### src/design/proc_pkg.sv
// Shared widths, memory size and instruction encodings of the core, imported by every design file
`default_nettype none

package proc_pkg;

    localparam int XLEN      = 32;
    localparam int MEM_WORDS = 1024;

    typedef logic [XLEN-1:0]              word_t;
    typedef logic [4:0]                   reg_idx_t;
    typedef logic [$clog2(MEM_WORDS)-1:0] mem_addr_t;

    // Byte address of the first fetch after reset
    localparam word_t RESET_PC = 32'h0000_0000;

    // ADDI x0,x0,0 fills empty pipeline slots
    localparam word_t NOP_INSTR    = 32'h0000_0013;
    localparam word_t EBREAK_INSTR = 32'h0010_0073;

    typedef enum logic [6:0] {
        OP_REG    = 7'b0110011,
        OP_IMM    = 7'b0010011,
        OP_LOAD   = 7'b0000011,
        OP_STORE  = 7'b0100011,
        OP_BRANCH = 7'b1100011,
        OP_JAL    = 7'b1101111,
        OP_SYSTEM = 7'b1110011
    } opcode_e;

    typedef enum logic [2:0] {
        ALU_ADD,
        ALU_SUB,
        ALU_AND,
        ALU_OR,
        ALU_XOR,
        ALU_SLT,
        ALU_PASS_B
    } alu_op_e;

endpackage

`default_nettype wire

### src/design/hazard_unit.sv
// Hazard control of the core, MEM-to-EX forwarding selects, fetch stall and pipeline flush
`timescale 1ns/1ns
`default_nettype none

module hazard_unit (
    input  proc_pkg::reg_idx_t ex_rs1,
    input  proc_pkg::reg_idx_t ex_rs2,
    input  proc_pkg::reg_idx_t wb_rd,
    input  logic               wb_en,
    input  logic               if_req,
    input  logic               if_gnt,
    input  logic               redirect,
    input  logic               halted,
    output logic               fwd_a,
    output logic               fwd_b,
    output logic               fetch_stall,
    output logic               flush
);

    logic wb_live;

    // Writes to x0 are never forwarded
    assign wb_live = wb_en && (wb_rd != 5'd0);
    assign fwd_a   = wb_live && (wb_rd == ex_rs1);
    assign fwd_b   = wb_live && (wb_rd == ex_rs2);

    // Lost arbitration turns the fetch slot into a bubble
    assign fetch_stall = if_req && !if_gnt;
    assign flush       = redirect || halted;

endmodule

`default_nettype wire

### config.mk
export PLATFORM = sky130hd
export DESIGN_NAME = hazard_unit
export DESIGN_NICKNAME = d
export VERILOG_FILES = /design/src/design/proc_pkg.sv /design/src/design/hazard_unit.sv
export SDC_FILE = /design/constraint.sdc
export NUM_CORES = 1
export LEC_CHECK = 0
export BUFFER_PORTS_ARGS = -buffer_cell sky130_fd_sc_hd__buf_2
export CAP_MARGIN = 20
export CORE_AREA = 5 5 42 44
export DETAILED_ROUTE_END_ITERATION = 10
export DIE_AREA = 0 0 47 49
export SYNTH_ARGS = -nofsm -noshare
export SYNTH_HDL_FRONTEND = slang
export SYNTH_SLANG_ARGS = --single-unit
### constraint.sdc
create_clock -name vclk -period 1.1
set_input_delay 0.11 -clock vclk [all_inputs]
set_output_delay 0.11 -clock vclk [all_outputs]
set_load 0.01 [all_outputs]
; ---- After elaboration in Yosys (flattened, before gate mapping)
; Index checks and enable logic that the tools add are counted.
[op_classes]
eq_ne = 2
reduce_logical = 7
[op_table]
columns = op, n
row1 = == test 5 bit, 2
row2 = nonzero test 5 bit, 1
row3 = logical AND 1 bit, 4
row4 = zero test 1 bit, 1
row5 = logical OR 1 bit, 1
[word_totals]
regBits = 0
in_bits = 20
word_cells = 9
out_inout_bits = 4

; ---- Longest topological paths before layout
[depth]
ltp_word = 3
ltp_mapped = 3
mapped_depth_nobuf = 3

; ---- Worst setup path before layout
; No wires, ideal clock.
[synth_path]
path_type = input to output
from = input port wb_rd[1]
to = output port fwd_a
path_stages = 3
slack_ps = 164
arrival_ps = 826
path_cell_list = or4_1 nor2_1 nor4_1
[synth_via]
elab_chain_len = 3
[synth_lines]
columns = item, line
row1 = from (decl), hazard_unit.sv:8  ; input proc_pkg::reg_idx_t wb_rd,
row2 = nonzero test 5 bit, hazard_unit.sv:23  ; assign wb_live = wb_en && (wb_rd != 5'd0);
row3 = logical AND 1 bit, hazard_unit.sv:23
row4 = logical AND 1 bit *, hazard_unit.sv:24  ; assign fwd_a = wb_live && (wb_rd == ex_rs1);
row5 = to (decl), hazard_unit.sv:14  ; output logic fwd_a,
; Every way passes the cells marked *; elsewhere a longest branch is shown, timed or not.

; ---- Final worst setup path
[layout_path]
from = input port wb_rd[4]
to = output port fwd_a
; The elaborated chain is that of the path after synthesis.

==> metrics.txt <==
status=complete, but fails checks; failing checks=setup timing; drt pass-1 iters=1; RSZ-0062 raised after global routing=yes; commonest cells after routing, fill and taps aside=22 x buf_2, 4 x xor2_1, 4 x buf_4, 3 x xnor2_1, 3 x xnor2_2; Final min period=1.16 ns; Setup CP Type=input pin to primary output; Area after DPL=307 µm²; Antenna Violating Nets Remaining=0; crit end category=primary output; Sum Neg Setup Slack=-0.117 ns; sequential cell count=0; GRT Total Usage=5.06%; postcts setup bufs=0; CLK BUF=0; Hold Fails Final Rpt=0; # diodes=0; fillers=165; Final setup viols=2; Die Ht=49 µm; commonest non-fill, non-tap cell in the layout=buf_2; Multi-input gate area=183 µm²; utilization after layout=26.1%; mean post-synth cell area=7.58 µm²; Mapped Area=136 µm²; Worst setup SP type=input pin; fin area=365 µm²; sequential area share after synthesis=0%; final wirelength=598 µm; WL/cell=9.65 µm; Worst Tran Pin Value=0.182 ns; Arrival @ worst endpoint=1.05 ns; Max Cap Viol=0; grt ovf=0; period utilization=106%; Syn Nets=38; port bufs=24; nets=68; Max-slew headroom=87.8%; die area=2300 µm²; cells after synthesis=18; GPL Wtd Cong=0.713; final worst setup slack=-0.0616 ns; Detailed Place HPWL=556 µm; Synth warnings=0; DRC viols=0; worst vdd ir=110 µV; first-pass GRT wire length=938 µm; # rows=14; 1st-iter DRT viols=0; fmax=861 MHz; largest net degree at the start of global routing=4; layout cells sized above 1=78.3%; synth-to-layout area growth=168%; initial core utilization=9.73%; initial antenna violation count=0; Hold Crit Depth=3; pwr dens=338 nW/µm²; DR vias/cell=3.73; Synth cell types=8; via count=231; hold_ws=0.450 ns; vias in the first global route=240; Required @ worst endpoint=0.99 ns; total power=0.123 mW; Die X=47 µm; largest fanout on the critical path=2; Leakage Power=0.180 nW; Core ar.=1400 µm²; IO Pins=24; hold crit path type=input pin to primary output; register area=0 µm²; Slew Limit Fails=0
[critical path, stage by stage]
cell and delay [ns]:
buf_6 0.09, or4_4 0.54, nor2_4 0.12, nor4_2 0.05, buf_2 0.14
[area by class of cell]
class                      instances  area share [%]
multi-input combinational         18            50.0
tap                               16            5.48
timing repair buffer              28            44.5
[power breakdown]
part           switching (mW)  internal (mW)  leakage (nW)
combinational          0.0485         0.0749         0.180
clock                       0              0             0
sequential                  0              0             0
[what timing repair did]
| action | CTS | global route |
|---|---|---|
| hold buffers | 0 | 0 |
| setup endpoints to repair | 2 | 2 |
| pin swaps | 8 | 4 |
| gates cloned | 0 | 0 |
| resized for setup | 8 | 2 |
[cell usage after synthesis]
cell type	number	area [µm²]
nand4_1	2	12.5
nor2_1	1	3.75
nor2b_1	1	6.26
nor4_1	2	12.5
or2_2	1	6.26
or4_1	1	7.51
xnor2_1	6	52.6
xor2_1	4	35.0
[worst paths after layout]
check	from	to	slack, ns
hold / removal	if_gnt	fetch_stall	0.45
setup / recovery	wb_rd[4]	fwd_a	-0.06
[through the flow]
stage	instances	setup slack, ns
finish	62	-0.0616
global route	62	-0.0839
CTS	62	-0.0716
detailed placement	62	-0.115
global placement	62	-0.107
floorplan	18	0.164
[per-layer routing]
| metal | GRT usage [%] | share of wire [%] |
|---|---|---|
| met3 | 0.369 | 16 |
| met5 | 0 | 0 |
| met1 | 8.32 | 46 |
| met4 | 0 | 0 |
| met2 | 7.47 | 38 |
[cells by family (layout without fill, tap and decap cells)]
group         after synthesis  count (layout)  share of synthesized area, %
buf+inv                     0              28                             0
xor+xnor                   10              10                          64.2
simple gates                8               8                          35.8
No activity file was read; power rests on OpenSTA's default activity.
