**config.mk**
```make
export PLATFORM = sky130hd
export DESIGN_NAME = fetch
export DESIGN_NICKNAME = d
export VERILOG_FILES = /design/src/design/proc_pkg.sv /design/src/design/fetch.sv
export SDC_FILE = /design/constraint.sdc
export NUM_CORES = 1
export LEC_CHECK = 0
export BUFFER_PORTS_ARGS = -buffer_cell sky130_fd_sc_hd__buf_2
export CORE_ASPECT_RATIO = 0.8
export CORE_UTILIZATION = 40
export CTS_BUF_LIST = sky130_fd_sc_hd__clkbuf_8
export DETAILED_ROUTE_END_ITERATION = 7
export HOLD_SLACK_MARGIN = 0.15
export PLACE_DENSITY = 0.78
export SLEW_MARGIN = 20
export SYNTH_ARGS = -nofsm -noshare
export SYNTH_HDL_FRONTEND = slang
export SYNTH_SLANG_ARGS = --single-unit
```
**constraint.sdc**
```tcl
create_clock -name clk -period 2.72 [get_ports clk]
set_input_delay 0.408 -clock clk [delete_from_list [all_inputs] [get_ports clk]]
set_output_delay 0.408 -clock clk [all_outputs]
set_load 0.05 [all_outputs]
```
**src/design/proc_pkg.sv**
```systemverilog
// Shared widths, memory size and instruction encodings of the core, imported by every design file
`default_nettype none

package proc_pkg;

    localparam int XLEN      = 32;
    localparam int MEM_WORDS = 1024;

    typedef logic [XLEN-1:0]              word_t;
    typedef logic [4:0]                   reg_idx_t;
    typedef logic [$clog2(MEM_WORDS)-1:0] mem_addr_t;

    // Byte address of the first fetch after reset
    localparam word_t RESET_PC = 32'h0000_0000;

    // ADDI x0,x0,0 fills empty pipeline slots
    localparam word_t NOP_INSTR    = 32'h0000_0013;
    localparam word_t EBREAK_INSTR = 32'h0010_0073;

    typedef enum logic [6:0] {
        OP_REG    = 7'b0110011,
        OP_IMM    = 7'b0010011,
        OP_LOAD   = 7'b0000011,
        OP_STORE  = 7'b0100011,
        OP_BRANCH = 7'b1100011,
        OP_JAL    = 7'b1101111,
        OP_SYSTEM = 7'b1110011
    } opcode_e;

    typedef enum logic [2:0] {
        ALU_ADD,
        ALU_SUB,
        ALU_AND,
        ALU_OR,
        ALU_XOR,
        ALU_SLT,
        ALU_PASS_B
    } alu_op_e;

endpackage

`default_nettype wire

```
**src/design/fetch.sv**
```systemverilog
// IF stage of the core, holds the PC, requests instruction words and fills the IF/ID register
`timescale 1ns/1ns
`default_nettype none

module fetch (
    input  logic                clk,
    input  logic                rst_n,
    input  logic                run,
    input  logic                halted,
    input  logic                fetch_stall,
    input  logic                flush,
    input  logic                redirect,
    input  proc_pkg::word_t     redirect_pc,
    input  logic                if_gnt,
    input  proc_pkg::word_t     if_rdata,
    output logic                if_req,
    output proc_pkg::mem_addr_t if_addr,
    output proc_pkg::word_t     id_pc,
    output proc_pkg::word_t     id_instr
);
    import proc_pkg::*;

    word_t pc;

    assign if_req  = run && !halted;
    assign if_addr = mem_addr_t'(pc >> 2);

    // PC only moves on a granted fetch or a taken redirect
    always_ff @(posedge clk) begin
        if (!rst_n) begin
            pc <= RESET_PC;
        end else if (redirect) begin
            pc <= redirect_pc;
        end else if (if_req && if_gnt) begin
            pc <= pc + 32'd4;
        end
    end

    always_ff @(posedge clk) begin
        if (!rst_n) begin
            id_instr <= NOP_INSTR;
        end else if (flush || halted || fetch_stall || !if_req) begin
            id_instr <= NOP_INSTR;
        end else begin
            id_instr <= if_rdata;
        end
    end

    always_ff @(posedge clk) begin
        id_pc <= pc;
    end

endmodule

`default_nettype wire

```
* Word level (Yosys, flattened, before mapping)
Index checks and enable logic that the tools add are counted. Widths: inputs -> output; s select.
Word-level totals: register bits after elaboration 96, input bits 72, output and inout bits 75, word-level logic and storage cells 16
Cells by class: multiplexer cells 2, $add $sub $neg 1, reductions and logical operators 9, bitwise logic cells 1
Operators by type and width (number):
- $mux 32 | 2
- $add 32x3->32 const B | 1
- $logic_or 1x1->1 | 3
- $logic_and 1x1->1 | 2
- $logic_not 1->1 | 2
- $reduce_bool 2->1 | 1
- $reduce_or 2->1 | 1
- $not 1->1 | 1

* Longest topological paths before layout
depth in word-level cells 5, depth in mapped cells 6, mapped depth without buffers 5

* Worst setup path before layout
No wires, ideal clock.
path type flip-flop to flip-flop, start register pc[2], end register pc[24], setup time 0.074 ns, cell stages (with the launch flop) 7, arrival 1.981 ns, buffers on the path 1, setup slack 0.664 ns, period minus slack after synthesis 2.056 ns, required time 2.646 ns, cell sequence dfxtp_1 > ha_1 > nand4b_1 > or4_1 > clkbuf_2 > or4_1 > a31oi_1
On the way: longest elaborated chain between the ends 3
RTL lines:
- start, declared | RTL line fetch.sv:23 | word_t pc;
- start signal, assigned | RTL line fetch.sv:33 | pc <= redirect_pc;
- start signal, assigned | RTL line fetch.sv:35 | pc <= pc + 32'd4;
- $add 32x3->32 | RTL line fetch.sv:35
- $mux 32 | RTL line fetch.sv:34 | end else if (if_req && if_gnt) begin
- $mux 32 | RTL line fetch.sv:32 | end else if (redirect) begin
Every way passes these cells. The select of a mux whose other input is x is not followed. A chain may end at the register's enable or synchronous reset.

* Worst setup path in the final report
start register pc[2], end register pc[22]
The elaborated chain is that of the path after synthesis.

==> results.tsv <==
metric	value	unit
worstPathArrival	2.55	ns
cts_buffers	9	
yosysWarnings	0	
die_w	107	µm
reg2regPathDepth	5	
dieHeight	85.7	µm
worst-path-max-fanout	7	
grt_pass1_vias	2728	
post_cts_buffers	0	
core_area	8480	µm²
cts_sinks	96	
fin_nets	555	
startpoint_type	register	
synthCells	352	
syn_area_per_cell	9.95	µm²
maxSlewViolCount	0	
synthArstFlopShare	0	%
worstPathRequired	3.01	ns
synthTopCellsByArea	dfxtp_1 55%, and2_1 5.5%, o21ai_0 4.1%, nand3_1 2.6%, buf_4 2.1%	
synth_area_leader_cell	dfxtp_1	
critPathKind	register to register	
cts_tree	built	
drive_gt1_share	35.7	%
grt_usage	18.5	%
grt_max_degree	40	
fin_worst_skew	0.00559	ns
ys_seq_elements	96	
syn-num-nets	425	
worstReg2RegStart	pc[2]$_SDFFE_PN0P_	
dp_hpwl	6.24	mm
cts-resized-gates	0	
path_common_cell	or4_1	
r2r_slack	0.46	ns
antenna_found_initial	0	
finalInstanceArea	4450	µm²
io_buffers	146	
htree_levels	3	
timing.hold.worst_path_depth	2	
avgViaCountPerCell	5.12	
wl_per_cell	14.2	µm
place_area	4230	µm²
hold_buffers	0	
clock_path_buffers	2	
synth_cell_types	47	
num_vias	3065	
rows	30	
dieArea	9140	µm²
rsz0062_at_grt	false	
cp_slowest_cell	or4_1	
leakagePower	2.04	nW
drtIter0Drc	130	
root_buffer	clkbuf_8	
routed_wirelength	8.51	mm
start_util	41.3	%
period_needed	2.26	ns
grt.overflow.total	0	
synth_top_area_share	54.9	%
worst_pin_slew	0.780	ns
synth_edf_count	0	
maxCapViolCount	0	
clock.fmax	443	MHz
synth.yosys.seq_area_share	54.9	%
irDropWorstVdd	0.000305	V
grt_pass1_wl	13.0	mm
drt_pre_antenna_iters	7	
num_io_pins	147	
clk_pin_slew	0.09	ns
hold_end	id_instr[1]$_SDFF_PP1_	
setup_viol	0	
end_kind	register	
clk_latency	0.36	ns
antenna_cells	0	
r2r_end	pc[22]$_SDFFE_PN0P_	
slew_headroom	48.0	%
p_per_area	659	nW/µm²
violations	design-rule violations	
antenna_left	0	
hp-class	input port to register	
fin_crit_sh	83.0	%
syn-cell-area	3500	µm²
report.final.hold_viol_count	0	
drc	2	
min_from	if_rdata[1]	
slowest_delay	0.64	ns
status	finished with violations	
path_cells	ha_1, nand4b_1, or4_1, or4_1, a31oi_1	
area_growth	27.0	%
fin_tns_setup	0	ns
place.gp.congestion	0.852	
synth_ff_type	dfxtp_1	
==> sequential cells by signal, summed over array words and instances, names as in the netlist <==
name / flops
id_pc: 32
id_instr: 32
pc: 32
==> stage by stage <==
stage	std cells	util (%)	hold WS [ns]	total power [mW]	setup slack [ns]
finish	599	52.4	0.228	2.93	0.461
global route	599	52.4	0.215	3.05	0.307
CTS	599	52.4	0.212	2.96	0.462
detailed placement	583	49.9	0.350	1.94	0.485
global placement	583	49.9	0.337	1.94	0.561
floorplan	352	-	0.330	1.83	0.664
==> where the power goes <==
| group | internal, mW | switching [mW] |
|---|---|---|
| combinational | 0.115 | 0.265 |
| clock | 0.521 | 0.499 |
| sequential | 1.47 | 0.0553 |
==> cell type report <==
class,instances,area (µm²)
Multi-Input combinational cell,222,1400
Inverter,3,11.3
Clock buffer,9,124
Timing Repair Buffer,150,761
Tap cell,112,140
Clock inverter,7,96.3
Sequential cell,96,1920
Fill cell,817,4030
==> cell usage in the layout (no fill, tap or decap), types with 6 or more instances in the layout <==
| master | n |
|---|---|
| a21oi_1 | 6 |
| a31oi_1 | 9 |
| and2_1 | 31 |
| buf_2 | 146 |
| clkbuf_8 | 9 |
| dfxtp_1 | 96 |
| nand2_1 | 18 |
| nand2b_1 | 6 |
| nand3_1 | 18 |
| nand4_1 | 11 |
| nor2_1 | 8 |
| nor2b_1 | 8 |
| nor3_1 | 7 |
| o211a_1 | 6 |
| o21ai_0 | 29 |
==> critical path: cells and delay by family (launching register included) <==
kind / cells / cell delay, ns
AOI/OAI and AO/OA: 1 / 0.18
DFF: 1 / 0.42
and+or+nand+nor: 3 / 1.40
adders and majority gates: 1 / 0.20
==> cells in the mapped netlist, types with 3 or more instances <==
library cell	count
a21oi_1	6
a311oi_1	5
a31oi_1	9
and2_1	31
and3_1	5
and4_1	5
buf_1	3
buf_4	10
clkbuf_1	14
dfxtp_1	96
inv_1	3
mux2i_1	3
nand2_1	18
nand2b_1	6
nand3_1	18
nand4_1	11
nor2_1	8
nor2b_1	8
nor3_1	7
nor3b_1	5
nor4_1	4
o211a_1	6
o21ai_0	29
o31ai_1	4
or3_1	4
or4_1	5
xnor2_1	4
xor2_1	4
==> kinds of logic (layout without fill, tap and decap cells) <==
family                   Yosys count  in the layout  share of synthesized area (%)
adder cells (fa/ha/maj)            1              1                          0.357
multiplexers                       3              3                          0.857
XOR/XNOR                           8              8                           2.00
AO/OA/AOI/OAI                     63             63                           11.3
flip-flops                        96             96                           54.9
AND/OR/NAND/NOR                  147            147                           25.3
buffers and inverters             34            169                           5.29
==> layer usage <==
layer,vias up,global-route usage [%],routed length (µm)
met4,0,5.11,82
met5,-,0,0
li1,1507,-,-
met2,104,30.0,4160
met3,8,6.23,572
met1,1446,23.7,3690
==> worst max path at each step <==
| stage | slack, ns | cells past startpoint | start | end |
|---|---|---|---|---|
| after floorplan | 0.66 | 6 | pc[2]$_SDFFE_PN0P_ | pc[24]$_SDFFE_PN0P_ |
| after global placement | 0.56 | 5 | halted | pc[22]$_SDFFE_PN0P_ |
| after detailed placement | 0.49 | 5 | pc[2]$_SDFFE_PN0P_ | pc[22]$_SDFFE_PN0P_ |
| after CTS | 0.46 | 5 | pc[3]$_SDFFE_PN0P_ | pc[22]$_SDFFE_PN0P_ |
| after global routing | 0.31 | 5 | pc[2]$_SDFFE_PN0P_ | pc[24]$_SDFFE_PN0P_ |
| final | 0.46 | 5 | pc[2]$_SDFFE_PN0P_ | pc[22]$_SDFFE_PN0P_ |
Power figures use the tool's default switching activity.
