--- config.mk ---
export PLATFORM = sky130hd
export DESIGN_NAME = mem_arbiter
export DESIGN_NICKNAME = d
export VERILOG_FILES = /design/src/design/proc_pkg.sv /design/src/design/mem_arbiter.sv
export SDC_FILE = /design/constraint.sdc
export NUM_CORES = 1
export LEC_CHECK = 0
export ABC_AREA = 0
export BUFFER_PORTS_ARGS = -buffer_cell sky130_fd_sc_hd__clkbuf_2
export CORE_AREA = 8 8 98 100
export DETAILED_ROUTE_END_ITERATION = 6
export DIE_AREA = 0 0 106 108
export PLACE_DENSITY = 0.71
export SLEW_MARGIN = 30
export SYNTH_ARGS = -nofsm -noshare
export SYNTH_HDL_FRONTEND = slang
export SYNTH_SLANG_ARGS = --single-unit
--- constraint.sdc ---
create_clock -name clk -period 2.54 [get_ports clk]
set_input_delay 0.762 -clock clk [delete_from_list [all_inputs] [get_ports clk]]
set_output_delay 0.762 -clock clk [all_outputs]
set_load 0.02 [all_outputs]
--- src/design/proc_pkg.sv ---
// Shared widths, memory size and instruction encodings of the core, imported by every design file
`default_nettype none

package proc_pkg;

    localparam int XLEN      = 32;
    localparam int MEM_WORDS = 1024;

    typedef logic [XLEN-1:0]              word_t;
    typedef logic [4:0]                   reg_idx_t;
    typedef logic [$clog2(MEM_WORDS)-1:0] mem_addr_t;

    // Byte address of the first fetch after reset
    localparam word_t RESET_PC = 32'h0000_0000;

    // ADDI x0,x0,0 fills empty pipeline slots
    localparam word_t NOP_INSTR    = 32'h0000_0013;
    localparam word_t EBREAK_INSTR = 32'h0010_0073;

    typedef enum logic [6:0] {
        OP_REG    = 7'b0110011,
        OP_IMM    = 7'b0010011,
        OP_LOAD   = 7'b0000011,
        OP_STORE  = 7'b0100011,
        OP_BRANCH = 7'b1100011,
        OP_JAL    = 7'b1101111,
        OP_SYSTEM = 7'b1110011
    } opcode_e;

    typedef enum logic [2:0] {
        ALU_ADD,
        ALU_SUB,
        ALU_AND,
        ALU_OR,
        ALU_XOR,
        ALU_SLT,
        ALU_PASS_B
    } alu_op_e;

endpackage

`default_nettype wire

--- src/design/mem_arbiter.sv ---
// Fixed-priority access to the unified memory for the loader, data and fetch ports
`timescale 1ns/1ns
`default_nettype none

module mem_arbiter (
    input  logic                clk,
    input  logic                rst_n,
    input  logic                ext_req, ext_we,
    input  proc_pkg::mem_addr_t ext_addr,
    input  proc_pkg::word_t     ext_wdata,
    input  logic                dm_req, dm_we,
    input  proc_pkg::mem_addr_t dm_addr,
    input  proc_pkg::word_t     dm_wdata,
    input  logic                if_req,
    input  proc_pkg::mem_addr_t if_addr,
    input  proc_pkg::word_t     mem_rdata,
    output logic                if_gnt,
    output proc_pkg::word_t     if_rdata, dm_rdata, ext_rdata,
    output logic                mem_we,
    output proc_pkg::mem_addr_t mem_addr,
    output proc_pkg::word_t     mem_wdata
);

    // Loader, then data, then fetch; decided fresh every cycle
    assign if_gnt = if_req && !ext_req && !dm_req;

    always_comb begin
        if (ext_req) begin
            mem_we    = ext_we;
            mem_addr  = ext_addr;
            mem_wdata = ext_wdata;
        end else if (dm_req) begin
            mem_we    = dm_we;
            mem_addr  = dm_addr;
            mem_wdata = dm_wdata;
        end else begin
            mem_we    = 1'b0;
            mem_addr  = if_addr;
            mem_wdata = '0;
        end
    end

    assign if_rdata = mem_rdata;
    assign dm_rdata = mem_rdata;

    // Loader reads come back one cycle later
    always_ff @(posedge clk) begin
        if (!rst_n) begin
            ext_rdata <= '0;
        end else if (ext_req && !ext_we) begin
            ext_rdata <= mem_rdata;
        end
    end

endmodule

`default_nettype wire

### Yosys cells after proc, flatten, opt, wreduce, memory -nomap -nowiden

Index checks and enable logic that the tools add are counted.

| storage, ports and cells | value |
|---|---|
| bits in registers | 32 |
| bits in latches | 0 |
| memory bits (writable) | 0 |
| memory bits (read-only) | 0 |
| input bits | 133 |
| output and inout bits | 140 |
| word-level logic and storage cells | 13 |
| memories | 0 |

| operators by class | value |
|---|---|
| add/subtract/negate cells | 0 |
| $mul | 0 |
| divide/modulo/power cells | 0 |
| magnitude comparators | 0 |
| equal/unequal tests | 0 |
| shifts and indexed selects | 0 |
| muxes and demuxes | 6 |
| bitwise operators | 0 |
| reductions and logical operators | 6 |

Operator list:

| kind | count |
|---|---|
| $mux 32 | 2 |
| $mux 10 | 2 |
| $logic_and 1x1->1 | 3 |
| $logic_not 1->1 | 3 |
| $mux 1 | 2 |

### Longest topological paths before layout

| logic depth | value |
|---|---|
| depth after elaboration | 3 |
| gate-level depth with buffers | 5 |
| depth with buffers taken out | 3 |

### Least setup slack after synthesis

OpenSTA, ideal clock, no wires.

| timing path | value |
|---|---|
| kind | input to output |
| from | in ext_req |
| to | out if_gnt |
| data arrival time | 1.567 ns |
| required time | 1.778 ns |
| setup slack | 0.211 ns |
| stages on the path | 3 |
| path buffers | 2 |
| cells stage by stage | buf_6 -> buf_2 -> nor3b_1 |

| on the way | value |
|---|---|
| cells in the longest elaborated chain, start to end | 3 |

Ends and longest elaborated chain:

| element | line | RTL |
|---|---|---|
| start, declared | mem_arbiter.sv:8 | `input logic ext_req, ext_we,` |
| $logic_not 1->1 | mem_arbiter.sv:25 | `assign if_gnt = if_req && !ext_req && !dm_req;` |
| $logic_and 1x1->1 (2 in a row) | mem_arbiter.sv:25 |  |
| end, declared | mem_arbiter.sv:17 | `output logic if_gnt,` |

No other way between the ends.

### Worst setup path in the final report

| timing path | value |
|---|---|
| from | in ext_req |
| to | out mem_wdata[13] |

| on the way | value |
|---|---|
| cells in the longest elaborated chain, start to end | 1 |

Ends and longest elaborated chain:

| element | line | RTL |
|---|---|---|
| $mux 32 | mem_arbiter.sv:28 | `if (ext_req) begin` |
| end, declared | mem_arbiter.sv:21 | `output proc_pkg::word_t mem_wdata` |

No other way between the ends.

==> flow_metrics.py <==
metrics = {
    "outcome": {
        "status": "finished clean",
    },
    "place": {
        "io_buffers": 272,
        "pre_cts_ws_ps": 46.7,
        "dp_cells": 579,
        "hpwl_um": 7790,
        "placed_area_um2": 3190,
        "globalplace.congestion": 0.816,
    },
    "timing": {
        "min_period_over_period": 0.958,
        "finalHoldViolCount": 0,
        "timing.final.ws_setup_ps": 106,
        "skew_ps": 0,
        "setup_viol": 0,
        "slew_headroom": 0.542,
        "tightest_slew_ps": 686,
        "post-route-min-period_ps": 2430,
        "slew_viol_final": 0,
        "tns_ps": 0,
        "fmax_mhz": 411,
        "grt_setup_unrepaired": "no",
    },
    "synth": {
        "yosys.area.top_type_share": 0.285,
        "synthArstFlopShare": 0,
        "synth.area.mux_share": 0.0445,
        "yosysSeqAreaShare": 0.285,
        "synth_compound_area_frac": 0.258,
        "netlist_instances": 280,
        "synth_xor_area_frac": 0,
        "synth_enable_flop_cells": 0,
        "synthAdderAreaFrac": 0,
        "synthDistinctLibCells": 15,
        "synth_area_leaders": "dfxtp_1, buf_4, a22o_1, nand2_1, a21boi_1",
        "yosysWarnings": 0,
        "syn-num-nets": 413,
        "syn_area_um2": 2250,
        "synth_top_cell_by_area": "dfxtp_1",
        "postSynthAreaPerCell_um2": 8.03,
        "synth_top_family_by_area": "buffers and inverters",
        "synth-simple-area-share": 0.137,
        "ys_seq_elements": 32,
        "synth_ff_type": "dfxtp_1",
    },
    "finish": {
        "layout_commonest_cell": "clkbuf_2",
        "instances_no_fill": 587,
        "fill_cells": 868,
        "top_register": "ext_rdata",
        "antenna_cells_inserted": 0,
        "postLayoutCellArea_um2": 3290,
        "reg_top3": "ext_rdata (32)",
        "nets": 614,
        "final_cell_mix": "clkbuf_2, nand2_1, a22o_1",
        "syn_to_final_growth_pct": 46.3,
        "largest_register_ffs": 32,
        "drive_gt1_frac": 0.598,
    },
    "die": {
        "ios": 273,
        "row_count": 33,
        "die-area_um2": 11400,
        "die_width_um": 106,
        "start_util": 0.279,
        "die_height_um": 108,
        "core_area_um2": 8050,
    },
    "critical_path": {
        "endpoint_kind": "primary output",
        "r2r_cells": 2,
        "cp_cell_sequence": "clkbuf_2, buf_4, a22o_1, clkbuf_2",
        "path_buf_inv": 3,
        "cp.arrival_ps": 1670,
        "crit_family": "buffers and inverters",
        "startpoint_type": "primary input",
        "slowest_stage": "buf_4",
        "path_max_fanout": 36,
        "r2r_slack_ps": 1910,
        "cp_data_required_time_ps": 1780,
        "slowest_delay_ps": 350,
        "reg2reg_to": "ext_rdata[28]",
        "r2r-start": "ext_rdata[28]",
        "cpMostUsedCell": "clkbuf_2",
        "worstSetupPathType": "primary input to primary output",
    },
    "clocking": {
        "clk_path_buf_depth": 2,
        "cts_hold_buf": 0,
        "cts.sinks": 32,
        "cts_tree": "yes",
        "clock_latency_ps": 270,
        "clkTransAtPathRegs_ps": 70,
        "cts-root-buf": "clkbuf_8",
        "cts_buffers": 5,
        "post_cts_buffers": 0,
        "htree_levels": 2,
    },
    "grt": {
        "grt_pass1_vias": 2695,
        "antenna_found_initial": 0,
        "grt_pass1_wl_um": 13500,
        "grt_max_degree": 37,
        "grt_usage": 0.141,
        "overflow": 0,
    },
    "routing": {
        "vias": 2549,
        "first_pass_iters": 4,
        "drc": 0,
        "drt_iter0_markers": 81,
        "met1Wirelength_um": 3150,
        "via_per_inst": 4.34,
        "post_drt_wl_per_cell_um": 15.1,
        "routed-wl-met3_um": 1040,
        "top_layer_used": "met4",
        "wl_met2_um": 4600,
        "ant_nets": 0,
        "routed_wl_um": 8860,
    },
    "hold_path": {
        "min_from": "ext_rdata[12]",
        "whs_endpoint": "ext_rdata[12]",
        "hold_path.class": "flip-flop to flip-flop",
        "hold_path_depth": 2,
    },
    "pwr": {
        "leakage_uw": 0.00188,
        "vdd_drop_max_uv": 197,
        "power.density_nw_per_um2": 458,
    },
    "job": {
        "maxCapViolations": 0,
    },
}
==> cell usage after synthesis, types with 2 or more instances <==
cell type / count
a21boi_1: 30
buf_6: 4
a21boi_0: 2
o21ai_0: 10
a22o_1: 33
nand2_1: 74
clkbuf_1: 3
buf_2: 9
mux2i_1: 10
dfxtp_1: 32
buf_4: 69
==> metal layers <==
metal,vias to the layer above,global-route usage
li1,1290,-
met1,1100,0.149
met5,-,0
met3,4,0.0613
met2,155,0.253
met4,0,0.0362
==> cell families after synthesis <==
family                 Yosys count
buffers and inverters           85
AND/OR/NAND/NOR                 78
AO/OA/AOI/OAI                   75
flip-flops                      32
multiplexers                    10
==> layout make-up <==
class	instances	area [um2]	share of cell area
clock buffer	7	86.3	0.0263
clock inverter	1	7.51	0.00228
multi-input combinational	163	995	0.303
sequential	32	641	0.195
tap	105	131	0.0400
timing repair buffer	279	1430	0.434
==> where the power goes <==
group	leakage [uW]	internal [uW]	switching, uW
Combinational	0.00157	228	343
Clock	0.0000445	220	179
Sequential	0.000262	525	10.5
Total	0.00188	973	532
==> worst max-delay path by stage <==
stage	from	end	slack [ps]	cells after the start
after detailed placement	dm_req	mem_wdata[13]	50	5
after global routing	dm_req	mem_addr[4]	40	5
after global placement	dm_req	mem_wdata[13]	80	5
final	ext_req	mem_wdata[13]	110	4
after CTS	dm_req	mem_wdata[13]	40	5
after floorplan	ext_req	if_gnt	210	3
==> stage by stage <==
stage / util / hold slack (ps) / total power, uW
6_report: 0.408 / 450 / 1510
4_1_cts: 0.408 / 454 / 1540
2_1_floorplan: - / 532 / 934
3_3_place_gp: 0.396 / 440 / 1120
5_1_grt: 0.408 / 482 / 1600
3_5_place_dp: 0.396 / 444 / 1120
==> worst register-to-register path: stages (launching register included) <==
cell and delay (ps):
dfxtp_1 340, nand2_1 60, a21boi_1 170
==> repair_timing <==
item                                    in CTS  in global routing
endpoints found under the setup margin       0                  1
gates resized for setup                      0                  1
hold endpoints to repair                     0                  0
No activity file was read; power rests on OpenSTA's default activity.
