==> src/design/proc_pkg.sv <==
// Shared widths, memory size and instruction encodings of the core, imported by every design file
`default_nettype none

package proc_pkg;

    localparam int XLEN      = 32;
    localparam int MEM_WORDS = 1024;

    typedef logic [XLEN-1:0]              word_t;
    typedef logic [4:0]                   reg_idx_t;
    typedef logic [$clog2(MEM_WORDS)-1:0] mem_addr_t;

    // Byte address of the first fetch after reset
    localparam word_t RESET_PC = 32'h0000_0000;

    // ADDI x0,x0,0 fills empty pipeline slots
    localparam word_t NOP_INSTR    = 32'h0000_0013;
    localparam word_t EBREAK_INSTR = 32'h0010_0073;

    typedef enum logic [6:0] {
        OP_REG    = 7'b0110011,
        OP_IMM    = 7'b0010011,
        OP_LOAD   = 7'b0000011,
        OP_STORE  = 7'b0100011,
        OP_BRANCH = 7'b1100011,
        OP_JAL    = 7'b1101111,
        OP_SYSTEM = 7'b1110011
    } opcode_e;

    typedef enum logic [2:0] {
        ALU_ADD,
        ALU_SUB,
        ALU_AND,
        ALU_OR,
        ALU_XOR,
        ALU_SLT,
        ALU_PASS_B
    } alu_op_e;

endpackage

`default_nettype wire

==> src/design/execute.sv <==
// EX and MEM stages of the core, ALU and branches, EX/MEM register, data access and writeback
`timescale 1ns/1ns
`default_nettype none

module execute (
    input  logic                clk,
    input  logic                rst_n,
    input  proc_pkg::word_t     ex_pc, ex_rs1_data, ex_rs2_data, ex_imm,
    input  proc_pkg::reg_idx_t  ex_rd,
    input  proc_pkg::alu_op_e   ex_alu_op,
    input  logic                ex_use_imm, ex_reg_write, ex_mem_read, ex_mem_write,
    input  logic                ex_branch, ex_branch_ne, ex_jal, ex_halt, ex_illegal,
    input  logic                fwd_a, fwd_b,
    input  proc_pkg::word_t     dm_rdata,
    output logic                redirect,
    output proc_pkg::word_t     redirect_pc,
    output logic                dm_req, dm_we,
    output proc_pkg::mem_addr_t dm_addr,
    output proc_pkg::word_t     dm_wdata,
    output logic                wb_en,
    output proc_pkg::reg_idx_t  wb_rd,
    output proc_pkg::word_t     wb_data,
    output logic                halted, err
);
    import proc_pkg::*;

    word_t op_a, rs2_val, op_b, alu_out, m_result;
    logic  commit, m_load, m_store;

    // Only the MEM stage is forwarded, older results come through the register file
    assign op_a    = fwd_a ? wb_data : ex_rs1_data;
    assign rs2_val = fwd_b ? wb_data : ex_rs2_data;
    assign op_b    = ex_use_imm ? ex_imm : rs2_val;

    always_comb begin
        case (ex_alu_op)
            ALU_ADD: alu_out = op_a + op_b;
            ALU_SUB: alu_out = op_a - op_b;
            ALU_AND: alu_out = op_a & op_b;
            ALU_OR:  alu_out = op_a | op_b;
            ALU_XOR: alu_out = op_a ^ op_b;
            ALU_SLT: alu_out = word_t'($signed(op_a) < $signed(op_b));
            default: alu_out = op_b;
        endcase
    end

    // Nothing younger than a halt or an illegal word may take effect
    assign commit      = !halted && !ex_illegal;
    assign redirect    = commit && (ex_jal || (ex_branch && ((op_a == rs2_val) != ex_branch_ne)));
    assign redirect_pc = ex_pc + ex_imm;

    always_ff @(posedge clk) begin
        if (!rst_n) begin
            wb_en   <= 1'b0;
            m_load  <= 1'b0;
            m_store <= 1'b0;
        end else begin
            wb_en   <= commit && ex_reg_write;
            m_load  <= commit && ex_mem_read;
            m_store <= commit && ex_mem_write;
        end
    end

    always_ff @(posedge clk) begin
        wb_rd    <= ex_rd;
        m_result <= ex_jal ? ex_pc + 32'd4 : alu_out;
        dm_wdata <= rs2_val;
    end

    // Sticky until reset
    always_ff @(posedge clk) begin
        if (!rst_n) begin
            halted <= 1'b0;
            err    <= 1'b0;
        end else if (!halted) begin
            halted <= ex_halt || ex_illegal;
            err    <= ex_illegal;
        end
    end

    assign dm_req  = m_load || m_store;
    assign dm_we   = m_store;
    assign dm_addr = mem_addr_t'(m_result >> 2);
    assign wb_data = m_load ? dm_rdata : m_result;

endmodule

`default_nettype wire

==> config.mk <==
export PLATFORM = sky130hd
export DESIGN_NAME = execute
export DESIGN_NICKNAME = d
export VERILOG_FILES = /design/src/design/proc_pkg.sv /design/src/design/execute.sv
export SDC_FILE = /design/constraint.sdc
export NUM_CORES = 1
export LEC_CHECK = 0
export BUFFER_PORTS_ARGS = -buffer_cell sky130_fd_sc_hd__buf_4
export CAP_MARGIN = 20
export CORE_UTILIZATION = 55
export CTS_CLUSTER_DIAMETER = 150
export DETAILED_ROUTE_END_ITERATION = 8
export PLACE_DENSITY_LB_ADDON = 0.08
export SLEW_MARGIN = 20
export SYNTH_ARGS = -nofsm -noshare
export SYNTH_HDL_FRONTEND = slang
export SYNTH_SLANG_ARGS = --single-unit
==> constraint.sdc <==
create_clock -name clk -period 5.71 [get_ports clk]
set_input_delay 1.142 -clock clk [delete_from_list [all_inputs] [get_ports clk]]
set_output_delay 1.142 -clock clk [all_outputs]
set_load 0.01 [all_outputs]
======== Word level (Yosys, flattened, before mapping) ========
Index checks and enable logic that the tools add are counted.
storage, ports and cells
  input port bits ......................... 181
  logic and storage cells ................. 42
  flip-flop bits (word level) ............. 74
  output and inout bits ................... 117
operators by class
  order comparisons ....................... 1
  add/sub/neg operators ................... 4
  bitwise logic cells ..................... 3
  reductions and logical operators ........ 12
  multiplexer cells ....................... 7
  eq/ne operators ......................... 7
operator list
  operator                                                                number
  32-bit one-hot mux with 6 select lines                                  1
  32-bit two-way mux                                                      5
  32-bit adder                                                            2
  32-bit by 3-bit adder with 32-bit output (second input constant)        1
  32-bit bitwise AND                                                      1
  32-bit equality test                                                    1
  32-bit less-than comparator                                             1
  32-bit bitwise OR                                                       1
  32-bit subtractor                                                       1
  32-bit bitwise XOR                                                      1
  3-bit by 2-bit equality test with 1-bit output (second input constant)  2
  3-bit equality test (second input constant)                             2
  1-bit logical AND                                                       6
  3-bit by 1-bit equality test with 1-bit output (second input constant)  1
  3-bit logical NOT                                                       1
  1-bit logical OR                                                        3
  1-bit logical NOT                                                       2
  1-bit two-way mux                                                       1
  1-bit inequality test                                                   1

======== Logic depth before layout (Yosys ltp) ========
  depth after elaboration ................. 7
  gate-level depth with buffers ........... 19
  mapped depth without buffers ............ 17

======== Worst setup path before layout ========
OpenSTA, ideal clock, no wires.
  path type ............................... input port to output port
  start ................................... input port ex_pc[0]
  end ..................................... output port redirect_pc[24]
  path slack .............................. 0.970 ns
  data required time ...................... 4.568 ns
  stages on the path ...................... 11
  arrival ................................. 3.598 ns
  path through ............................ ha_1 -> inv_1 -> fa_1 -> nor2b_1 -> o2111ai_1 -> a21o_1 -> a211oi_1 -> a221oi_1 -> or2_1 -> a41o_1 -> a221oi_1
between the ends
  word-level cells in the longest chain between the ends .. 1
ends and longest elaborated chain
  what             RTL line       source
  start, declared  execute.sv:8   input proc_pkg::word_t ex_pc, ex_rs1_data, ex_rs2_data, ex_imm,
  32-bit adder     execute.sv:50  assign redirect_pc = ex_pc + ex_imm;
  end, declared    execute.sv:16  output proc_pkg::word_t redirect_pc,
No other way between the ends.

======== Worst setup path in the final report ========
  start ................................... input port ex_pc[10]
  end ..................................... output port redirect_pc[29]
Same word-level chain as after synthesis.

==> flow_metrics.py <==
metrics = {
    "global_route": {
        "grt_pass1_vias": 11800,
        "grtUsageTotal": 0.448,
        "grt_pass1_wl_um": 70100,
        "grt_overflow": 0,
        "antenna_found_initial": 0,
        "grt_max_degree": 65,
    },
    "critical_path": {
        "r2r_cells": 18,
        "rrSetupSlack_ns": 0.52,
        "cp-end-kind": "output pin",
        "worstSetupStartpointType": "input port",
        "crit_chain": "buf_4, ha_1, and4_1, and2_1, a41o_1, o21ai_1, a31oi_1, o41ai_1, o21ai_1, a21oi_1, a21oi_1, xor2_1, buf_4",
        "r2r-end": "m_result[12]",
        "crit_slowest_cell": "o41ai_1",
        "timing.rr.start": "m_load",
        "cp.buffers_inverters": 2,
        "cp_max_fo": 6,
        "worstPathRequired_ns": 4.57,
        "crit_type": "input port to output pin",
        "critPathMaxStageDelay_ns": 0.59,
        "cp_top_family": "compound AO/OA/AOI/OAI gates",
        "critPathArrivalTime_ns": 4.30,
    },
    "detailed_routing": {
        "via_per_inst": 6.42,
        "wire_per_inst_um": 22.5,
        "ant_nets": 0,
        "wirelength_um": 47700,
        "drt_iter0_drc": 1998,
        "vias": 13600,
        "firstDrtPassIters": 6,
        "drc": 0,
    },
    "timing": {
        "max_freq_mhz": 184,
        "setup_viol": 0,
        "finalHoldViolCount": 0,
        "slew_violations": 0,
        "relSlewSlack": 0.313,
        "rsz0062_at_grt": "false",
        "period_needed_ns": 5.44,
        "skew_ns": 0.00773,
        "setup_slack_ns": 0.266,
        "fin_tns_setup_ns": 0,
        "min_period_over_period": 0.953,
        "worst_slew_pin_slew_ns": 1.03,
    },
    "synthesis": {
        "ys.warnings.count": 0,
        "synthCells": 1606,
        "yosys-top-cells-count": "inv_1, o21ai_0, nand2_1",
        "syn_avg_cell_area_um2": 6.92,
        "synth_enable_flop_cells": 0,
        "syn_nets": 1925,
        "synth.most_common_cell": "inv_1",
        "synthArstFlopShare": 0,
        "yosysTopAreaCellShare": 0.152,
        "synth_top_area_cell": "ha_1",
        "ys_types": 76,
        "ys.flop_type": "dfxtp_1",
        "syn_area_mm2": 0.0111,
        "yosysSeqAreaShare": 0.133,
        "yosys_register_bits": 74,
        "synthTopCellsByArea": "ha_1, dfxtp_1, o21ai_0",
    },
    "pwr": {
        "totalPowerFinal_mw": 3.34,
        "ir_drop_uv": 140,
        "p_leak_nw": 6.63,
        "power_density_mw_per_mm2": 240,
    },
    "hold_path": {
        "worstHoldStart": "err",
        "hold_depth": 2,
        "min_to": "err",
        "hp-class": "flip-flop to flip-flop",
    },
    "placement": {
        "gp_congestion": 1.05,
        "place.port_buffers": 297,
        "pre_cts_ws_ns": 0.444,
        "place_hpwl_um": 37800,
    },
    "clock_tree": {
        "h-tree-depth": 3,
        "path_clk_slew_ns": 0.06,
        "cts-root-buf": "clkbuf_16",
        "cts_resized": 0,
        "clkLatencyLatePin_ns": 0.35,
        "hold_buffers": 0,
        "clock-sinks": 74,
        "clk_path_buf_depth": 2,
        "cts_tree": "built",
        "post_cts_buffers": 0,
        "cts_buffers": 9,
    },
    "floorplanning": {
        "die_w_um": 144,
        "die_y_um": 144,
        "dieArea_mm2": 0.0208,
        "io_pins": 298,
        "core_area_mm2": 0.0197,
        "start_util": 0.565,
        "fp-row-count": 51,
    },
    "final_layout": {
        "final_nets": 2171,
        "num_antenna_cells": 0,
        "area_delta_synth_final_pct": 25.1,
        "layout-drive-gt1-share": 0.202,
    },
    "status": {
        "status": "finished, final reports clean",
    },
    "run": {
        "max_cap_viol_count": 0,
    },
}
layout by cell type, fill, tap and decap left out, types with 10 or more instances in the layout:
cell | synthesis | routed
a211oi_1 | 24 | 24
a21o_1 | 33 | 33
a21oi_1 | 142 | 142
a221oi_1 | 13 | 13
a22oi_1 | 23 | 23
a31oi_1 | 10 | 10
and3_1 | 12 | 12
buf_4 | 10 | 339
dfxtp_1 | 74 | 73
ha_1 | 135 | 135
inv_1 | 167 | 167
mux2i_1 | 41 | 41
nand2_1 | 147 | 147
nand2b_1 | 10 | 10
nand3_1 | 28 | 28
nand4_1 | 18 | 18
nor2_1 | 109 | 109
nor3_1 | 32 | 30
o211ai_1 | 11 | 11
o21a_1 | 18 | 18
o21ai_0 | 163 | 163
o21ai_1 | 14 | 14
o21bai_1 | 17 | 17
o22ai_1 | 13 | 13
o31ai_1 | 11 | 11
xnor2_1 | 74 | 74
xor2_1 | 29 | 29
stage by stage:
| stage | utilization | hold slack [ns] | instance area [µm²] | cells |
|---|---|---|---|---|
| detailed placement | 0.691 | 0.542 | 13600 | 2106 |
| floorplan | - | 0.545 | 11100 | 1606 |
| global placement | 0.691 | 0.523 | 13600 | 2106 |
| global route | 0.707 | 0.590 | 13900 | 2122 |
| finish | 0.707 | 0.550 | 13900 | 2122 |
| CTS | 0.707 | 0.552 | 13900 | 2122 |
cell type report:
cell class | count | area (µm²)
clock buffer | 10 | 229
clock inverter | 6 | 90.1
fill | 1709 | 5750
inverter | 170 | 638
multi-input combinational | 1257 | 8570
sequential | 74 | 1480
tap | 265 | 332
timing repair buffer | 340 | 2560
metal layers:
metal  wire, µm  track usage
met1      19300        0.643
met3       6850       0.0957
met4       1740        0.151
met5          0            0
met2      19900        0.655
worst reg2reg max path, cell delays in order (launching register included):
cell      delay, ns
dfxtp_2        0.66
buf_4          0.31
mux2i_1        0.15
nand2_1        0.09
o21ai_0        0.15
o21ai_0        0.51
ha_1           0.36
inv_1          0.08
fa_1           0.41
nor2b_1        0.13
o21ai_0        0.13
a211oi_1       0.47
nor3_1         0.12
o21bai_1       0.32
nor2_1         0.10
o41ai_1        0.47
a221o_1        0.24
o21ai_1        0.09
a222oi_1       0.30
state kept, by name (all words and copies together), names as in the netlist:
name and count:
dm_wdata 32, m_result 32, wb_rd 5, dm_we 1
err 1, halted 1, m_load 1, wb_en 1
worst max-delay path by stage:
stage / cells past startpoint / end / from / slack, ns
after CTS: 15 / redirect_pc[28] / ex_pc[0] / 0.41
after global placement: 13 / redirect_pc[24] / ex_pc[0] / 0.50
after floorplan: 11 / redirect_pc[24] / ex_pc[0] / 0.97
after global routing: 13 / redirect_pc[29] / ex_pc[10] / 0.12
final: 13 / redirect_pc[29] / ex_pc[10] / 0.27
after detailed placement: 15 / redirect_pc[28] / ex_pc[0] / 0.44
power by group:
part / internal [mW] / switching (mW) / leakage (nW) / total, mW
registers: 0.582 / 0.0305 / 0.624 / 0.613
logic: 0.838 / 1.25 / 5.85 / 2.09
clock network: 0.385 / 0.246 / 0.153 / 0.631
logic make-up after synthesis:
kind of cell	share of synthesized area
buffers and inverters	0.0977
multiplexers	0.0400
flip-flops	0.133
AND/OR/NAND/NOR	0.160
AO/OA/AOI/OAI	0.330
adder cells (fa/ha/maj)	0.157
XOR/XNOR	0.0812
Power figures use the tool's default switching activity.
