$ cat src/design/proc_pkg.sv
// Shared widths, memory size and instruction encodings of the core, imported by every design file
`default_nettype none

package proc_pkg;

    localparam int XLEN      = 32;
    localparam int MEM_WORDS = 1024;

    typedef logic [XLEN-1:0]              word_t;
    typedef logic [4:0]                   reg_idx_t;
    typedef logic [$clog2(MEM_WORDS)-1:0] mem_addr_t;

    // Byte address of the first fetch after reset
    localparam word_t RESET_PC = 32'h0000_0000;

    // ADDI x0,x0,0 fills empty pipeline slots
    localparam word_t NOP_INSTR    = 32'h0000_0013;
    localparam word_t EBREAK_INSTR = 32'h0010_0073;

    typedef enum logic [6:0] {
        OP_REG    = 7'b0110011,
        OP_IMM    = 7'b0010011,
        OP_LOAD   = 7'b0000011,
        OP_STORE  = 7'b0100011,
        OP_BRANCH = 7'b1100011,
        OP_JAL    = 7'b1101111,
        OP_SYSTEM = 7'b1110011
    } opcode_e;

    typedef enum logic [2:0] {
        ALU_ADD,
        ALU_SUB,
        ALU_AND,
        ALU_OR,
        ALU_XOR,
        ALU_SLT,
        ALU_PASS_B
    } alu_op_e;

endpackage

`default_nettype wire

$ cat src/design/decode.sv
// ID stage of the core, decodes controls and immediates, reads the register file, fills ID/EX
`timescale 1ns/1ns
`default_nettype none

module decode (
    input  logic               clk,
    input  logic               rst_n,
    input  logic               flush,
    input  proc_pkg::word_t    id_pc, id_instr,
    input  logic               wb_en,
    input  proc_pkg::reg_idx_t wb_rd,
    input  proc_pkg::word_t    wb_data,
    output proc_pkg::word_t    ex_pc, ex_rs1_data, ex_rs2_data, ex_imm,
    output proc_pkg::reg_idx_t ex_rs1, ex_rs2, ex_rd,
    output proc_pkg::alu_op_e  ex_alu_op,
    output logic               ex_use_imm, ex_reg_write, ex_mem_read, ex_mem_write,
    output logic               ex_branch, ex_branch_ne, ex_jal, ex_halt, ex_illegal
);
    import proc_pkg::*;

    word_t      instr, imm, rs1_data, rs2_data;
    word_t      regs [32];
    opcode_e    opcode;
    logic [2:0] funct3;
    reg_idx_t   rs1, rs2;
    alu_op_e    alu_op;
    logic       use_imm, reg_write, mem_read, mem_write, branch, jal, halt, illegal;

    // Flushed slot decodes as a NOP
    assign instr  = flush ? NOP_INSTR : id_instr;
    assign opcode = opcode_e'(instr[6:0]);
    assign funct3 = instr[14:12];
    assign rs1    = instr[19:15];
    assign rs2    = instr[24:20];

    always_comb begin
        alu_op    = ALU_PASS_B;
        imm       = {{20{instr[31]}}, instr[31:20]};
        use_imm   = 1'b0;
        reg_write = 1'b0;
        mem_read  = 1'b0;
        mem_write = 1'b0;
        branch    = 1'b0;
        jal       = 1'b0;
        halt      = 1'b0;
        illegal   = 1'b0;
        case (opcode)
            OP_REG: begin
                reg_write = 1'b1;
                case ({instr[31:25], funct3})
                    {7'h00, 3'd0}: alu_op = ALU_ADD;
                    {7'h20, 3'd0}: alu_op = ALU_SUB;
                    {7'h00, 3'd2}: alu_op = ALU_SLT;
                    {7'h00, 3'd4}: alu_op = ALU_XOR;
                    {7'h00, 3'd6}: alu_op = ALU_OR;
                    {7'h00, 3'd7}: alu_op = ALU_AND;
                    default:       illegal = 1'b1;
                endcase
            end
            OP_IMM, OP_LOAD, OP_STORE: begin
                alu_op    = ALU_ADD;
                use_imm   = 1'b1;
                reg_write = (opcode != OP_STORE);
                mem_read  = (opcode == OP_LOAD);
                mem_write = (opcode == OP_STORE);
                // ADDI is funct3 0, LW and SW are funct3 2
                illegal   = (opcode == OP_IMM) ? (funct3 != 3'd0) : (funct3 != 3'd2);
                if (opcode == OP_STORE) begin
                    imm = {{20{instr[31]}}, instr[31:25], instr[11:7]};
                end
            end
            OP_BRANCH: begin
                branch  = 1'b1;
                illegal = (funct3[2:1] != 2'b00);
                imm     = {{19{instr[31]}}, instr[31], instr[7], instr[30:25], instr[11:8], 1'b0};
            end
            OP_JAL: begin
                jal       = 1'b1;
                reg_write = 1'b1;
                imm       = {{11{instr[31]}}, instr[31], instr[19:12], instr[20], instr[30:21], 1'b0};
            end
            OP_SYSTEM: begin
                halt    = (instr == EBREAK_INSTR);
                illegal = (instr != EBREAK_INSTR);
            end
            default: illegal = 1'b1;
        endcase
    end

    // x0 is never written and reads as zero
    always_ff @(posedge clk) begin
        if (wb_en && (wb_rd != 5'd0)) begin
            regs[wb_rd] <= wb_data;
        end
    end

    // Same-cycle writeback wins over the stored value
    assign rs1_data = (rs1 == 5'd0) ? '0 :
                      (wb_en && (wb_rd == rs1)) ? wb_data : regs[rs1];
    assign rs2_data = (rs2 == 5'd0) ? '0 :
                      (wb_en && (wb_rd == rs2)) ? wb_data : regs[rs2];

    always_ff @(posedge clk) begin
        if (!rst_n) begin
            ex_reg_write <= 1'b0;
            ex_mem_read  <= 1'b0;
            ex_mem_write <= 1'b0;
            ex_branch    <= 1'b0;
            ex_jal       <= 1'b0;
            ex_halt      <= 1'b0;
            ex_illegal   <= 1'b0;
        end else begin
            ex_reg_write <= reg_write;
            ex_mem_read  <= mem_read;
            ex_mem_write <= mem_write;
            ex_branch    <= branch;
            ex_jal       <= jal;
            ex_halt      <= halt;
            ex_illegal   <= illegal;
        end
    end

    always_ff @(posedge clk) begin
        ex_pc        <= id_pc;
        ex_rs1_data  <= rs1_data;
        ex_rs2_data  <= rs2_data;
        ex_imm       <= imm;
        ex_rs1       <= rs1;
        ex_rs2       <= rs2;
        ex_rd        <= instr[11:7];
        ex_alu_op    <= alu_op;
        ex_use_imm   <= use_imm;
        ex_branch_ne <= funct3[0];
    end

endmodule

`default_nettype wire

$ cat config.mk
export PLATFORM = sky130hd
export DESIGN_NAME = decode
export DESIGN_NICKNAME = d
export VERILOG_FILES = /design/src/design/proc_pkg.sv /design/src/design/decode.sv
export SDC_FILE = /design/constraint.sdc
export NUM_CORES = 2
export LEC_CHECK = 0
export BUFFER_PORTS_ARGS = -buffer_cell sky130_fd_sc_hd__buf_2
export CORE_MARGIN = 2
export CORE_UTILIZATION = 30
export DETAILED_ROUTE_END_ITERATION = 6
export SLEW_MARGIN = 20
export SYNTH_ARGS = -nofsm -noshare
export SYNTH_HDL_FRONTEND = slang
export SYNTH_SLANG_ARGS = --single-unit
$ cat constraint.sdc
create_clock -name clk -period 2.79 [get_ports clk]
set_clock_uncertainty 0.15 [all_clocks]
set_input_delay 0 -clock clk [delete_from_list [all_inputs] [get_ports clk]]
set_output_delay 0 -clock clk [all_outputs]
set_load 0.03 [all_outputs]
**Yosys cells after proc, flatten, opt, wreduce, memory -nomap -nowiden**

Memory sizes are Yosys's and may differ from the RTL's. A register that Yosys moved wholly into a read port is not among the register bits.
Index checks and enable logic that the tools add are counted.

- Mux-type cells: 14
- Equality and inequality tests: 16
- Reductions and logical operators: 12

Operators by type and width:

| cell | count |
|---|---|
| $pmux 20 s3 | 1 |
| $eq 32x21->1 const B | 1 |
| $mux 32 | 1 |
| $ne 32x21->1 const B | 1 |
| $eq 10x3->1 const B | 3 |
| $eq 7x7->1 const B | 3 |
| $pmux 3 s6 | 1 |
| $eq 7x6->1 const B | 2 |
| $eq 10x2->1 const B | 1 |
| $eq 10x9->1 const B | 1 |
| $logic_not 10->1 | 1 |
| $logic_not 5->1 | 2 |
| $eq 7x2->1 const B | 1 |
| $eq 7x5->1 const B | 1 |
| $mux 1 | 7 |
| $ne 7x6->1 const B | 1 |
| $pmux 3 s2 | 1 |
| $reduce_or 6->1 | 1 |
| $mux 5 | 1 |
| $pmux 1 s5 | 1 |
| $reduce_bool 5->1 | 1 |
| $reduce_and 2->1 | 2 |
| $ne 3x2->1 const B | 1 |
| $reduce_bool 3->1 | 1 |
| 5 further kinds | 5 |

- RAM bits: 1024
- Memories: 1
- Register bits after elaboration: 80
- Word-level logic and storage cells: 58

Memories:

| name | depth | width | rd ports | clocked after memory_dff | write ports | line | text |
|---|---|---|---|---|---|---|---|
| regs | 32 | 32 | 2 | 2 | 1 | decode.sv:22 | `word_t regs [32];` |

**Depth between registers and ports, before layout**

- Depth after elaboration: 5
- Mapped depth: 11

**Worst setup path before layout**

OpenSTA, ideal clock, no wires.

- Kind: input to register
- Start point: input wb_rd[1]
- End point: memory regs[12][0] in the netlist's numbering (enable)
- Cell stages on the path: 5
- Required time: 2.219 ns
- Arrival time: 2.232 ns
- Path buffers: 2
- Slack: -0.013 ns
- Library setup time: 0.421 ns
- Path through: clkbuf_1 -> o31ai_4 -> or3_1 -> clkbuf_1 -> nor2_1

- Word-level cells in the longest chain between the ends: 4

Ends and longest elaborated chain:

| element | line | text |
|---|---|---|
| start: declaration | decode.sv:11 | `input proc_pkg::reg_idx_t wb_rd,` |
| $reduce_bool 5->1 | decode.sv:92 | `if (wb_en && (wb_rd != 5'd0)) begin` |
| $logic_and 1x1->1 | decode.sv:92 |  |
| $mux 1 | decode.sv:92 |  |
| $mux 1 (not written as such) | decode.sv:93 | `regs[wb_rd] <= wb_data;` |
| end: declaration | decode.sv:22 |  |

Parallel ways exist; a longest one is shown, timed or not.

==> flow_metrics.env <==
export IMPL_ys_seq_area_frac=0.625
export IMPL_num_nets_final=4465
export IMPL_vias=41000
export IMPL_cts_root_buf="clkbuf_16"
export IMPL_final_cells=6828
export IMPL_setup_violations=2
export IMPL_track_usage=0.232
export IMPL_fin_ws_ps=-14.0
export IMPL_leakage_nw=22.7
export IMPL_crit_path_end_kind="flop"
export IMPL_violations="setup timing"
export IMPL_dp_slack_ps=232
export IMPL_die_x_um=427
export IMPL_synth_area_mm2=0.0538
export IMPL_dp_cells=6378
export IMPL_ys_types=84
export IMPL_cts_tree="yes"
export IMPL_total_power_mw=42.0
export IMPL_die_area_mm2=0.183
export IMPL_synth_edf_count=1024
export IMPL_grt_pass1_vias=39500
export IMPL_via_per_inst=6.01
export IMPL_timing_fmax_ghz=0.357
export IMPL_worst_ir_drop_vdd_mv=0.626
export IMPL_ys_warn_count=0
export IMPL_holdCritPathClass="in -> reg"
export IMPL_yosys_top_cells_area="edfxtp_1, mux2i_1, dfxtp_1, mux4_2, o221ai_1"
export IMPL_period_needed_ps=2800
export IMPL_dp_hpwl_um=132000
export IMPL_critPathArrivalTime_ps=3300
export IMPL_drc_errors=0
export IMPL_reg2reg_slack_ps=370
export IMPL_multi_input_area_mm2=0.0187
export IMPL_fin_crit_sh=1.01
export IMPL_synth_cells=3823
export IMPL_drv_cap=0
export IMPL_antenna_found_initial=25
export IMPL_critPathMaxFanout=11
export IMPL_io_pins=260
export IMPL_die_h_um=427
export IMPL_fin_setup_tns_ps=-23.6
export IMPL_fin_hold_ws_ps=81.6
export IMPL_top_usage_layer="met2"
export IMPL_utilization=0.370
export IMPL_grt_use_met1=0.298
export IMPL_critPathKind="in -> reg"
export IMPL_first_iter_violations=5850
export IMPL_synth_avg_cell_area_um2=14.1
export IMPL_post_synth_top_count_cell="edfxtp_1"
export IMPL_synthToLayoutAreaGrowth_pct=22.5
export IMPL_outcome="finished, violations left"
export IMPL_core_area_mm2=0.178
export IMPL_synth_top_area_share=0.572
export IMPL_grt_pass1_wl_um=300000
export IMPL_powerDensity_mw_per_mm2=638
export IMPL_grt_ovfl_total=0
export IMPL_drtAntennaViolNets=0
export IMPL_ys_ff_latch=1168
export IMPL_fillers=16600
export IMPL_design_area_mm2=0.0659
export IMPL_start_util=0.302
export IMPL_drive_gt1_frac=0.243
export IMPL_cp_required_ps=3290
export IMPL_clk_latency_ps=790
export IMPL_max_slew_margin_rel=0.217
export IMPL_synthFlopType="edfxtp_1"
export IMPL_maxSlewViolCount=0
export IMPL_grt_max_degree=62
export IMPL_clock_sinks=1168
export IMPL_hold_violations=0
export IMPL_synth_async_reset_ratio=0
export IMPL_clkTransAtPathRegs_ps=60
export IMPL_numPortBuffers=259
export IMPL_drt_pass1_iter_count=6
export IMPL_num_rows=155
export IMPL_synth_common_cells="edfxtp_1, mux2i_1, o21ai_0"
export IMPL_drt_wirelength_per_cell_um=32.1
export IMPL_yosysTopAreaCell="edfxtp_1"
export IMPL_place_area_mm2=0.0595
export IMPL_gp_congestion=0.914
export IMPL_clock_path_buffers=3
export IMPL_routed_wl_um=219000
export IMPL_cts_buffers=132
export IMPL_grtUsageMet3=0.0555
export IMPL_htreeDepth=4
export IMPL_worstMarginPinSlew_ps=1170
export IMPL_regArea_mm2=0.0336
export IMPL_grt_use_met2=0.358
export IMPL_cp_start_kind="primary input"
export IMPL_rsz0062_at_grt="true"
cells in the final DEF (no fill, tap or decap), drive strengths merged, types with 22 or more instances in the layout:
master	n
a221o	39
a2bb2oi	35
o221ai	166
edfxtp	1024
dlygate4sd3	187
mux4	124
a221oi	81
a21oi	142
o21ai	242
dfxtp	144
buf	536
o211ai	95
clkbuf	177
o221a	58
inv	36
mux2	88
a31oi	43
a22oi	22
nand3	89
nand2	223
mux2i	349
clkinv	41
a32o	35
conb	32
nor2b	42
a22o	22
nor2	197
critical path, stage by stage:
cell	delay (ps)
dlygate4sd3_1	610
buf_2	210
or3_4	410
o31ai_4	230
dlygate4sd3_1	600
nor2_1	70
and3_2	250
buf_6	200
nand2_1	80
dlygate4sd3_1	560
o41ai_1	70
routing by layer:
layer | share of wire | vias to the layer above
met5 | 0.00032 | -
met3 | 0.12 | 611
met1 | 0.37 | 20700
met2 | 0.45 | 3129
li1 | - | 16500
met4 | 0.063 | 10
logic make-up (layout without fill, tap and decap cells):
family,count (synthesis),count (layout),share of synthesized area
flip-flops,1168,1168,0.625
XOR/XNOR,9,9,0.00147
buffers and inverters,380,992,0.0374
AO/OA/AOI/OAI,1079,1079,0.148
AND/OR/NAND/NOR,625,626,0.0531
other,1,38,0.0000697
multiplexers,561,561,0.135
cell type report:
type | count | share of cell area
well taps | 2355 | 0.0447
diodes | 6 | 0.000228
flip-flops and latches | 1168 | 0.510
repair buffers | 726 | 0.0938
clock buffers | 176 | 0.0557
inverters | 25 | 0.00152
clock inverters | 65 | 0.0103
multi-input cells | 2307 | 0.283
timing repair:
| action | 4_1_cts | 5_1_grt |
|---|---|---|
| gates resized for setup | 0 | 16 |
| endpoints found under the setup margin | 0 | 18 |
| setup buffers | 0 | 13 |
| hold buffers | 189 | 0 |
| endpoints found under the hold margin | 1253 | 0 |
path summary, 6_finish.rpt:
path | from | end | depth (start not counted)
hold reg to reg | regs[20][9] | ex_rs2_data[9] | 3
setup reg to reg | regs[7][26] | ex_rs1_data[26] | 6
setup / recovery | wb_rd[4] | ex_rs2_data[11] | 11
hold / removal | wb_rd[3] | regs[4][27] | 4
state kept, by name, indices dropped and copies added, names as in the netlist:
| signal | cells |
|---|---|
| ex_rs2_data | 32 |
| ex_mem_write | 1 |
| ex_jal | 1 |
| ex_illegal | 1 |
| ex_rs1 | 5 |
| ex_branch_ne | 1 |
| ex_rd | 5 |
| ex_alu_op | 3 |
| ex_rs1_data | 32 |
| ex_imm | 21 |
| ex_pc | 32 |
| regs | 1024 |
| ex_branch | 1 |
| ex_halt | 1 |
| ex_reg_write | 1 |
| ex_mem_read | 1 |
| ex_use_imm | 1 |
| ex_rs2 | 5 |
report_power, final:
| part | switching [mW] | internal (mW) |
|---|---|---|
| Combinational | 3.00 | 1.64 |
| Sequential | 0.299 | 19.4 |
| Clock | 7.40 | 10.3 |
| Total | 10.7 | 31.3 |
(Power assumes the default switching activity.)
